## config.mk

```make
export PLATFORM = sky130hd
export DESIGN_NAME = huff_pair_decoder
export DESIGN_NICKNAME = d
export VERILOG_FILES = /design/src/huff_pkg.sv /design/src/code_bus.sv /design/src/codeword_matcher.sv /design/src/escape_sign_lane.sv /design/src/pair_assembler.sv /design/src/huff_pair_decoder.sv
export SDC_FILE = /design/constraint.sdc
export NUM_CORES = 1
export LEC_CHECK = 0
export BUFFER_PORTS_ARGS = -buffer_cell sky130_fd_sc_hd__buf_2
export CAP_MARGIN = 0
export CORE_MARGIN = 3
export CORE_UTILIZATION = 50
export CTS_CLUSTER_SIZE = 8
export DETAILED_ROUTE_END_ITERATION = 8
export PLACE_DENSITY = 0.78
export RECOVER_POWER = 25
export SYNTH_ARGS = -nofsm -noshare
export SYNTH_HDL_FRONTEND = slang
export SYNTH_HIERARCHICAL = 1
export SYNTH_SLANG_ARGS = --single-unit
```

## constraint.sdc

```tcl
create_clock -name clk -period 5.7 [get_ports clk]
set_input_delay 0.855 -clock clk [delete_from_list [all_inputs] [get_ports clk]]
set_output_delay 0.855 -clock clk [all_outputs]
set_load 0.02 [all_outputs]
```

## src/huff_pkg.sv

```systemverilog
package huff_pkg;

	// width of one decoded magnitude
	localparam int abs_w = 4;

	// magnitude that is followed by escape bits
	localparam logic [abs_w-1:0] esc_abs = 4'd15;

	// longest code in the table
	localparam int code_bits_max = 9;

	// values per codeword, x then y
	localparam int num_lanes = 2;

	typedef struct packed {
		logic [abs_w-1:0] x_abs;
		logic [abs_w-1:0] y_abs;
	} mag_pair_s;

	// index 0 lands on the upper nibble, so lane 0 is x
	typedef logic [0:num_lanes-1][abs_w-1:0] mag_lane_t;

	// one byte, read as a named pair or as per-lane nibbles
	typedef union packed {
		mag_pair_s pair;
		mag_lane_t lane;
	} mag_pair_u;

endpackage

```

## src/code_bus.sv

```systemverilog
`timescale 1ns/1ps

interface code_bus
	import huff_pkg::*;
(
	input logic clk,
	input logic rst
);

	logic      found;
	mag_pair_u mags;
	logic      bit_data;
	logic      bit_valid;
	logic      restart;

	modport matcher (
		input  restart,
		output found,
		output mags,
		output bit_data,
		output bit_valid
	);

	modport lane (
		input bit_data,
		input bit_valid,
		input restart
	);

	modport assembler (
		input  clk,
		input  rst,
		input  found,
		input  bit_valid,
		output restart
	);

endinterface

```

## src/codeword_matcher.sv

```systemverilog
`timescale 1ns/1ps

module codeword_matcher
	import huff_pkg::*;
(
	input logic      clk,
	input logic      rst,
	input logic      bit_valid,
	input logic      bit_data,
	code_bus.matcher bus
);

	localparam int cnt_w = $clog2(code_bits_max + 1);

	logic [code_bits_max-1:0] shift_q;
	logic [cnt_w-1:0]         cnt;
	// match flag on top of the magnitude pair
	logic [2*abs_w:0]         cw;
	logic                     hit;

	function automatic logic [2*abs_w:0] pair_hit(input logic [abs_w-1:0] x,
			input logic [abs_w-1:0] y);
		mag_pair_u m;
		m.pair.x_abs = x;
		m.pair.y_abs = y;
		return {1'b1, m};
	endfunction

	assign hit = cw[2*abs_w];

	// newest bit at bit 0, so a code of length n sits in shift_q[n-1:0]
	always_ff @(posedge clk) begin
		if (bit_valid && (bus.restart || !hit)) begin
			shift_q <= {shift_q[code_bits_max-2:0], bit_data};
		end
	end

	always_ff @(posedge clk) begin
		if (rst) begin
			cnt <= '0;
		end else if (bus.restart) begin
			// a bit in the restart cycle is bit 1 of the next code
			cnt <= bit_valid ? cnt_w'(1) : '0;
		end else if (bit_valid && !hit) begin
			cnt <= cnt + 1'b1;
		end
	end

	// codebook, lengths 1 to 9
	always_comb begin
		cw = '0;
		case (cnt)
			cnt_w'(1): begin
				if (shift_q[0])
					cw = pair_hit(4'd0, 4'd0);
			end
			cnt_w'(3): begin
				if (shift_q[2:0] == 3'b011)
					cw = pair_hit(4'd1, 4'd0);
			end
			cnt_w'(4): begin
				case (shift_q[3:0])
					4'b0101: cw = pair_hit(4'd0, 4'd1);
					4'b0100: cw = pair_hit(4'd1, 4'd1);
					default: cw = '0;
				endcase
			end
			cnt_w'(6): begin
				case (shift_q[5:0])
					6'b001110: cw = pair_hit(4'd0, 4'd2);
					6'b001100: cw = pair_hit(4'd1, 4'd2);
					6'b001111: cw = pair_hit(4'd2, 4'd0);
					6'b001101: cw = pair_hit(4'd2, 4'd1);
					default:   cw = '0;
				endcase
			end
			cnt_w'(7): begin
				case (shift_q[6:0])
					7'b0010100: cw = pair_hit(4'd1, 4'd3);
					7'b0010111: cw = pair_hit(4'd2, 4'd2);
					7'b0010101: cw = pair_hit(4'd3, 4'd1);
					default:    cw = '0;
				endcase
			end
			cnt_w'(8): begin
				case (shift_q[7:0])
					8'b00101100: cw = pair_hit(4'd0, 4'd3);
					8'b00100011: cw = pair_hit(4'd1, 4'd4);
					8'b00001001: cw = pair_hit(4'd1, 4'd15);
					8'b00100110: cw = pair_hit(4'd2, 4'd3);
					8'b00101101: cw = pair_hit(4'd3, 4'd0);
					8'b00100111: cw = pair_hit(4'd3, 4'd2);
					8'b00100100: cw = pair_hit(4'd4, 4'd1);
					8'b00011110: cw = pair_hit(4'd5, 4'd1);
					8'b00001010: cw = pair_hit(4'd15, 4'd1);
					8'b00000111: cw = pair_hit(4'd15, 4'd2);
					8'b00000011: cw = pair_hit(4'd15, 4'd15);
					default:     cw = '0;
				endcase
			end
			cnt_w'(9): begin
				case (shift_q[8:0])
					9'b001001010: cw = pair_hit(4'd0, 4'd4);
					9'b000111111: cw = pair_hit(4'd0, 4'd5);
					9'b000010001: cw = pair_hit(4'd0, 4'd15);
					9'b000111110: cw = pair_hit(4'd1, 4'd5);
					9'b000110101: cw = pair_hit(4'd1, 4'd6);
					9'b000101111: cw = pair_hit(4'd1, 4'd7);
					9'b001000011: cw = pair_hit(4'd2, 4'd4);
					9'b000111010: cw = pair_hit(4'd2, 4'd5);
					9'b000010000: cw = pair_hit(4'd2, 4'd15);
					9'b001000101: cw = pair_hit(4'd3, 4'd3);
					9'b001000000: cw = pair_hit(4'd3, 4'd4);
					9'b001001011: cw = pair_hit(4'd4, 4'd0);
					9'b001000100: cw = pair_hit(4'd4, 4'd2);
					9'b001000001: cw = pair_hit(4'd4, 4'd3);
					9'b000001001: cw = pair_hit(4'd4, 4'd15);
					9'b001000010: cw = pair_hit(4'd5, 4'd0);
					9'b000111011: cw = pair_hit(4'd5, 4'd2);
					9'b000111000: cw = pair_hit(4'd5, 4'd3);
					9'b000110110: cw = pair_hit(4'd6, 4'd1);
					9'b000110100: cw = pair_hit(4'd6, 4'd2);
					9'b000110000: cw = pair_hit(4'd7, 4'd1);
					9'b000001100: cw = pair_hit(4'd15, 4'd0);
					9'b000001011: cw = pair_hit(4'd15, 4'd3);
					9'b000001010: cw = pair_hit(4'd15, 4'd4);
					default:      cw = '0;
				endcase
			end
			default: cw = '0;
		endcase
	end

	assign bus.found     = hit;
	assign bus.mags      = cw[2*abs_w-1:0];
	assign bus.bit_data  = bit_data;
	assign bus.bit_valid = bit_valid;

	// codes past 9 bits are not in the table
	a_code_len: assert property (@(posedge clk) disable iff (rst)
		!bus.found |-> cnt <= cnt_w'(code_bits_max));

endmodule

```

## src/escape_sign_lane.sv

```systemverilog
`timescale 1ns/1ps

module escape_sign_lane
	import huff_pkg::*;
#(
	parameter int LIN_BITS = 10,
	parameter int VAL_W    = 16
) (
	input  logic                    clk,
	input  logic                    rst,
	code_bus.lane                   bus,
	input  logic [abs_w-1:0]        lane_idx_mag,
	input  logic                    prior_done,
	output logic                    done,
	output logic signed [VAL_W-1:0] value
);

	localparam int cnt_w = $clog2(LIN_BITS + 1);

	logic [cnt_w-1:0]        esc_cnt;
	logic [LIN_BITS-1:0]     esc_val;
	logic                    sign_taken;
	logic                    sign_q;
	logic                    need_esc;
	logic                    need_sign;
	logic                    take;
	logic signed [VAL_W-1:0] mag_sum;

	assign need_esc  = (lane_idx_mag == esc_abs) && (esc_cnt != cnt_w'(LIN_BITS));
	assign need_sign = (lane_idx_mag != '0) && !sign_taken;

	// escape field first, sign after it
	assign done = prior_done && !need_esc && !need_sign;
	assign take = bus.bit_valid && prior_done && (need_esc || need_sign);

	always_ff @(posedge clk) begin
		if (rst || bus.restart) begin
			esc_cnt    <= '0;
			esc_val    <= '0;
			sign_taken <= 1'b0;
			sign_q     <= 1'b0;
		end else if (take) begin
			if (need_esc) begin
				// msb first
				esc_val <= {esc_val[LIN_BITS-2:0], bus.bit_data};
				esc_cnt <= esc_cnt + 1'b1;
			end else begin
				sign_q     <= bus.bit_data;
				sign_taken <= 1'b1;
			end
		end
	end

	assign mag_sum = VAL_W'(lane_idx_mag) + VAL_W'(esc_val);
	assign value   = sign_q ? -mag_sum : mag_sum;

	// escape bits only ever follow the escape magnitude, at most LIN_BITS of them
	a_esc_cnt: assert property (@(posedge clk) disable iff (rst)
		esc_cnt != '0 |-> lane_idx_mag == esc_abs && esc_cnt <= cnt_w'(LIN_BITS));

endmodule

```

## src/pair_assembler.sv

```systemverilog
`timescale 1ns/1ps

module pair_assembler
	import huff_pkg::*;
#(
	parameter int VAL_W = 16
) (
	code_bus.assembler              bus,
	input  logic                    last_done,
	input  logic signed [VAL_W-1:0] lane_values [num_lanes],
	output logic                    pair_valid,
	output logic signed [VAL_W-1:0] x_val,
	output logic signed [VAL_W-1:0] y_val
);

	// completion of the last lane closes the pair and restarts everything
	assign pair_valid  = last_done;
	assign bus.restart = last_done;

	assign x_val = lane_values[0];
	assign y_val = lane_values[1];

	// back to back pairs only when a new bit came in the restart cycle
	a_pair_gap: assert property (@(posedge bus.clk) disable iff (bus.rst)
		pair_valid |=> !pair_valid || $past(bus.bit_valid));

	// a matched code holds until its pair closes
	a_found_hold: assert property (@(posedge bus.clk) disable iff (bus.rst)
		bus.found && !bus.restart |=> bus.found);

endmodule

```

## src/huff_pair_decoder.sv

```systemverilog
`timescale 1ns/1ps

module huff_pair_decoder
	import huff_pkg::*;
#(
	parameter int LIN_BITS = 10,
	parameter int VAL_W    = 16
) (
	input  logic                    clk,
	input  logic                    rst,
	input  logic                    bit_valid,
	input  logic                    bit_data,
	output logic                    pair_valid,
	output logic signed [VAL_W-1:0] x_val,
	output logic signed [VAL_W-1:0] y_val
);

	logic [num_lanes-1:0]    lane_done;
	logic [num_lanes-1:0]    lane_prior;
	logic signed [VAL_W-1:0] lane_value [num_lanes];

	code_bus bus (
		.clk (clk),
		.rst (rst)
	);

	codeword_matcher u_matcher (
		.clk       (clk),
		.rst       (rst),
		.bit_valid (bit_valid),
		.bit_data  (bit_data),
		.bus       (bus.matcher)
	);

	// lane 0 waits for the code, lane 1 for lane 0
	assign lane_prior = {lane_done[num_lanes-2:0], bus.found};

	for (genvar i = 0; i < num_lanes; i++) begin : g_lane
		escape_sign_lane #(
			.LIN_BITS (LIN_BITS),
			.VAL_W    (VAL_W)
		) u_lane (
			.clk          (clk),
			.rst          (rst),
			.bus          (bus.lane),
			.lane_idx_mag (bus.mags.lane[i]),
			.prior_done   (lane_prior[i]),
			.done         (lane_done[i]),
			.value        (lane_value[i])
		);
	end

	pair_assembler #(
		.VAL_W (VAL_W)
	) u_assembler (
		.bus         (bus.assembler),
		.last_done   (lane_done[num_lanes-1]),
		.lane_values (lane_value),
		.pair_valid  (pair_valid),
		.x_val       (x_val),
		.y_val       (y_val)
	);

endmodule

```

After elaboration in Yosys (flattened, before gate mapping)
Cells that the tools add are included.
{ "op_classes": {"add_sub_neg": 7, "bitwise_logic": 2, "n_eq_ne": 56, "n_reduce_logical": 32, "n_mux": 13} }
{ "ops": {"columns": ["cell", "n"], "rows": [
  ["case mux 9 bit (24 select lines)", 1],
  ["case mux 9 bit (11 select lines)", 1],
  ["equality test 9 x 6 -> 1 bit (second input constant)", 10],
  ["equality test 9 x 7 -> 1 bit (second input constant)", 8],
  ["case mux 9 bit (7 select lines)", 1],
  ["equality test 8 x 6 -> 1 bit (second input constant)", 6],
  ["equality test 9 x 4 -> 1 bit (second input constant)", 4],
  ["case mux 9 bit (4 select lines)", 1],
  ["two-way mux 16 bit", 2],
  ["negator 16 bit", 2],
  ["case mux 9 bit (3 select lines)", 1],
  ["equality test 6 x 4 -> 1 bit (second input constant)", 4],
  ["adder 4 x 10 -> 11 bit", 2],
  ["equality test 7 x 5 -> 1 bit (second input constant)", 3],
  ["equality test 4 x 3 -> 1 bit (second input constant)", 5],
  ["equality test 9 x 5 -> 1 bit (second input constant)", 2],
  ["two-way mux 9 bit", 2],
  ["case mux 9 bit (2 select lines)", 1],
  ["equality test 4 bit (second input constant)", 4],
  ["equality test 8 x 4 -> 1 bit (second input constant)", 2],
  ["logical AND 1 bit", 14],
  ["adder 4 x 1 -> 4 bit (second input constant)", 3],
  ["equality test 8 x 2 -> 1 bit (second input constant)", 1],
  ["equality test 8 x 3 -> 1 bit (second input constant)", 1],
  ["other kinds (13)", 29]
]} }
{ "word_totals": {"regBits": 45} }

Logic depth before layout (Yosys ltp)
{ "logic_depth": {"depth_word": 12, "depth_mapped": 18} }

By module
Netlist, hierarchy kept.
{ "by_module_without_submodules": {"columns": ["mod", "seq_area_each_um2", "cells_per_inst", "area_per_inst_um2", "n_inst"], "rows": [
  ["escape_sign_lane", 320.3, 149, 1267.5, 2],
  ["codeword_matcher", 350.3, 227, 1681.6, 1],
  ["pair_assembler", 0.0, 34, 255.2, 1]
]} }

Worst setup path before layout
No wires, ideal clock.
{ "synth_timing": {"path_type": "register -> output", "start": "register u_matcher.shift_q[5]", "end": "output port y_val[10]", "required_ps": 4845, "path_slack_ps": 804, "arrival_ps": 4041, "stages_incl_launch_ff": 18, "cell_sequence": "edfxtp_1 -> buf_2 -> buf_2 -> nor2b_1 -> a21oi_2 -> o21ai_0 -> nor4_2 -> a31oi_2 -> a211o_1 -> ha_1 -> fa_1 -> a211o_2 -> o21a_2 -> nor3_4 -> o2111ai_2 -> o31ai_1 -> xor2_1 -> buf_4"} }
{ "synth_lines": {"columns": ["element", "line", "text"], "rows": [
  ["from (decl)", "codeword_matcher.sv:15", "logic [code_bits_max-1:0] shift_q;"],
  ["from (signal assigned)", "codeword_matcher.sv:34", "shift_q <= {shift_q[code_bits_max-2:0], bit_data};"],
  ["to (decl)", "huff_pair_decoder.sv:15", "output logic signed [VAL_W-1:0] y_val"]
]} }

==> results.json <==
{
  "cp_cell_sequence": "buf_4, or4_4, or4_1, o21ai_2, nor4_4, a31o_4, o21ai_0, buf_4, ha_1, a211o_2, o21a_2, nor3_4, o2111ai_2, o31ai_2, xnor2_1, buf_2",
  "wl_per_cell_um": 15.7,
  "synth_async_sr_flop_share_pct": 0,
  "final_common_cell": "nor2_1",
  "vias": 4145,
  "power_density_nw_per_um2": 148,
  "ys_seq_area_share_pct": 22.2,
  "start_util_pct": 52.8,
  "critPathKind": "reg -> out",
  "final_hold_viol_count": 0,
  "clk_latency_ps": 290,
  "ys_seq_elements": 45,
  "drv_slew": 0,
  "cts_buffer_depth": 2,
  "syn_area_per_cell_um2": 8.00,
  "grt_max_degree": 36,
  "cts_tree": "built",
  "port_buffers": 36,
  "synth_area_leader_cell": "dfxtp_1",
  "drcViolationCount": 0,
  "status": "completed",
  "critPathMaxFanout": 15,
  "placement_rows": 33,
  "antenna_found_initial": 0,
  "fp.coreArea_um2": 8460,
  "die_h_um": 101,
  "fp.dieW_um": 101,
  "grt_overflow": 0,
  "antennaDiodeCount": 0,
  "synth-edff-count": 9,
  "drv_cap": 0,
  "ys_warn_count": 6,
  "viasPerCell": 6.18,
  "cp_common_cell": "buf_4",
  "post-synth-top-area-fraction_pct": 16.1,
  "grt_pass1_vias": 3801,
  "worstPathArrival_ps": 4690,
  "grt_use_total_pct": 20.6,
  "dieArea_um2": 10100,
  "numCtsBuffers": 5,
  "dr.first_iter.drc_count": 366,
  "drt_first_pass_iters": 5,
  "grt_pass1_wl_mm": 17.6,
  "final_core_util_pct": 56.6,
  "slew_headroom_pct": 49.1,
  "gp_congestion": 0.978,
  "place_hpwl_mm": 7.91,
  "wirelength_mm": 10.5,
  "period_share_pct": 97.3,
  "synth.net_count": 583,
  "worst_setup_path_start_kind": "flip-flop",
  "finalSetupViolCount": 0,
  "drive_gt1_share_pct": 20.5,
  "synth_top_flop_cell": "dfxtp_1",
  "ios": 37,
  "clock_skew_ps": 2.08,
  "critPathBufInv": 3,
  "worst_path_largest_cell_delay_ps": 610,
  "min-delay-path-class": "reg -> reg",
  "cp_slowest_cell": "or4_4",
  "cpLargestDelayFamily": "compound AO/OA/AOI/OAI gates",
  "drtAntennaViolNets": 0,
  "clk_pin_slew_ps": 80,
  "tns_ps": 0,
  "cts.sink_count": 45,
  "critPathCaptureType": "primary output",
  "fmax_mhz": 180,
  "synth.area.top_cells": "dfxtp_1, xnor2_1, buf_4, edfxtp_1, mux2i_1",
  "syn_area_um2": 4470,
  "nets": 589,
  "ys_types": 76,
  "min_period_ps": 5540,
  "fillerInstances": 733,
  "hold_ws_ps": 469,
  "root_buffer": "clkbuf_8",
  "p_leak_uw": 0.00178,
  "worstMarginPinSlew_ps": 760,
  "syn2layout_area_growth_pct": 7.08,
  "rrSetupSlack_ps": 1440,
  "required_ps": 4850,
  "htree_num_levels": 2,
  "max-vdd-ir-drop_v": 0.000121,
  "power.total_uw": 710,
  "final_cell_mix": "nor2_1, nand2_1, dfxtp_1, buf_2, xnor2_1",
  "postSynthCellCount": 559
}
[final cells by class]
cell class              count  area (um2)  share of cell area, %
clock buffers               7         108                   2.25
multi-input cells         419        3040                   63.5
flip-flops and latches     45         991                   20.7
inverters                  26        97.6                   2.04
clock inverters             1        7.51                  0.157
repair buffers             68         414                   8.65
well taps                 105         131                   2.74
[per-stage QoR]
step                      worst slack, ps  area, um2  cells
after detailed placement              291       4480    647
after CTS                            3.03       4620    658
final                                 156       4790    671
after global placement                305       4480    647
after floorplan                       804       4470    559
after global routing                -37.2       4790    671
[tightest hold or removal path, cell delays in order, from the launching register on]
cell and delay, ps:
dfxtp_1 330, inv_1 50, a21oi_1 50
[state kept, by name, summed over array words and instances, names as in the netlist]
register and cells:
g_lane.u_lane/esc_cnt 8, g_lane.u_lane/sign_q 2, u_matcher/shift_q 9, u_matcher/cnt 4, g_lane.u_lane/esc_val 20, g_lane.u_lane/sign_taken 2
[where the power goes]
group          internal, uW  total (uW)  switching (uW)
registers               334         345            10.8
logic                  47.5         138            90.2
clock network           125         227             102
[kinds of logic after synthesis]
| logic type | after synthesis | share of synthesized area [%] |
|---|---|---|
| DFF | 45 | 22.2 |
| AOI/OAI and AO/OA | 127 | 21.3 |
| muxes | 24 | 5.37 |
| xor gates and xnor gates | 43 | 8.76 |
| adders and majority gates | 20 | 5.93 |
| and+or+nand+nor | 205 | 24.6 |
| buffers and inverters | 95 | 11.9 |
[final timing paths]
check,cells past startpoint,endpoint,start
hold / removal,2,g_lane[1].u_lane/sign_taken,g_lane[1].u_lane/sign_taken
setup reg to reg,14,u_matcher/shift_q[1],u_matcher/shift_q[3]
setup / recovery,16,y_val[8],u_matcher/shift_q[4]
hold reg to reg,2,g_lane[1].u_lane/sign_taken,g_lane[1].u_lane/sign_taken
[layer usage]
layer	wire length (um)	GRT usage, %
met1	4610	28.4
met2	4950	32.6
met3	808	3.67
met4	174	7.05
met5	0	0
[cells in the mapped netlist (all sizes together), types with 4 or more instances]
cell and count:
o21a 5, mux2i 24, dfxtp 36, nor2b 14
or3 4, nand3b 4, nand3 22, a21oi 21
o211ai 6, a21boi 10, edfxtp 9, or4 4
o21ai 29, nor2 52, a31oi 6, o31ai 6
buf 58, xor2 10, nand2b 4, and3 4
inv 26, nor3b 5, o2111ai 9, nor4 7
ha 18, nor3 12, xnor2 33, clkbuf 11
nand2 41, nand4 16
[what timing repair did]
action | 4_1_cts | 5_1_grt
endpoints found under the setup margin | 5 | 22
hold buffers | 0 | 0
pin swaps | 2 | 9
setup buffers | 3 | 13
gates resized for setup | 1 | 15
(Power assumes the default switching activity.)
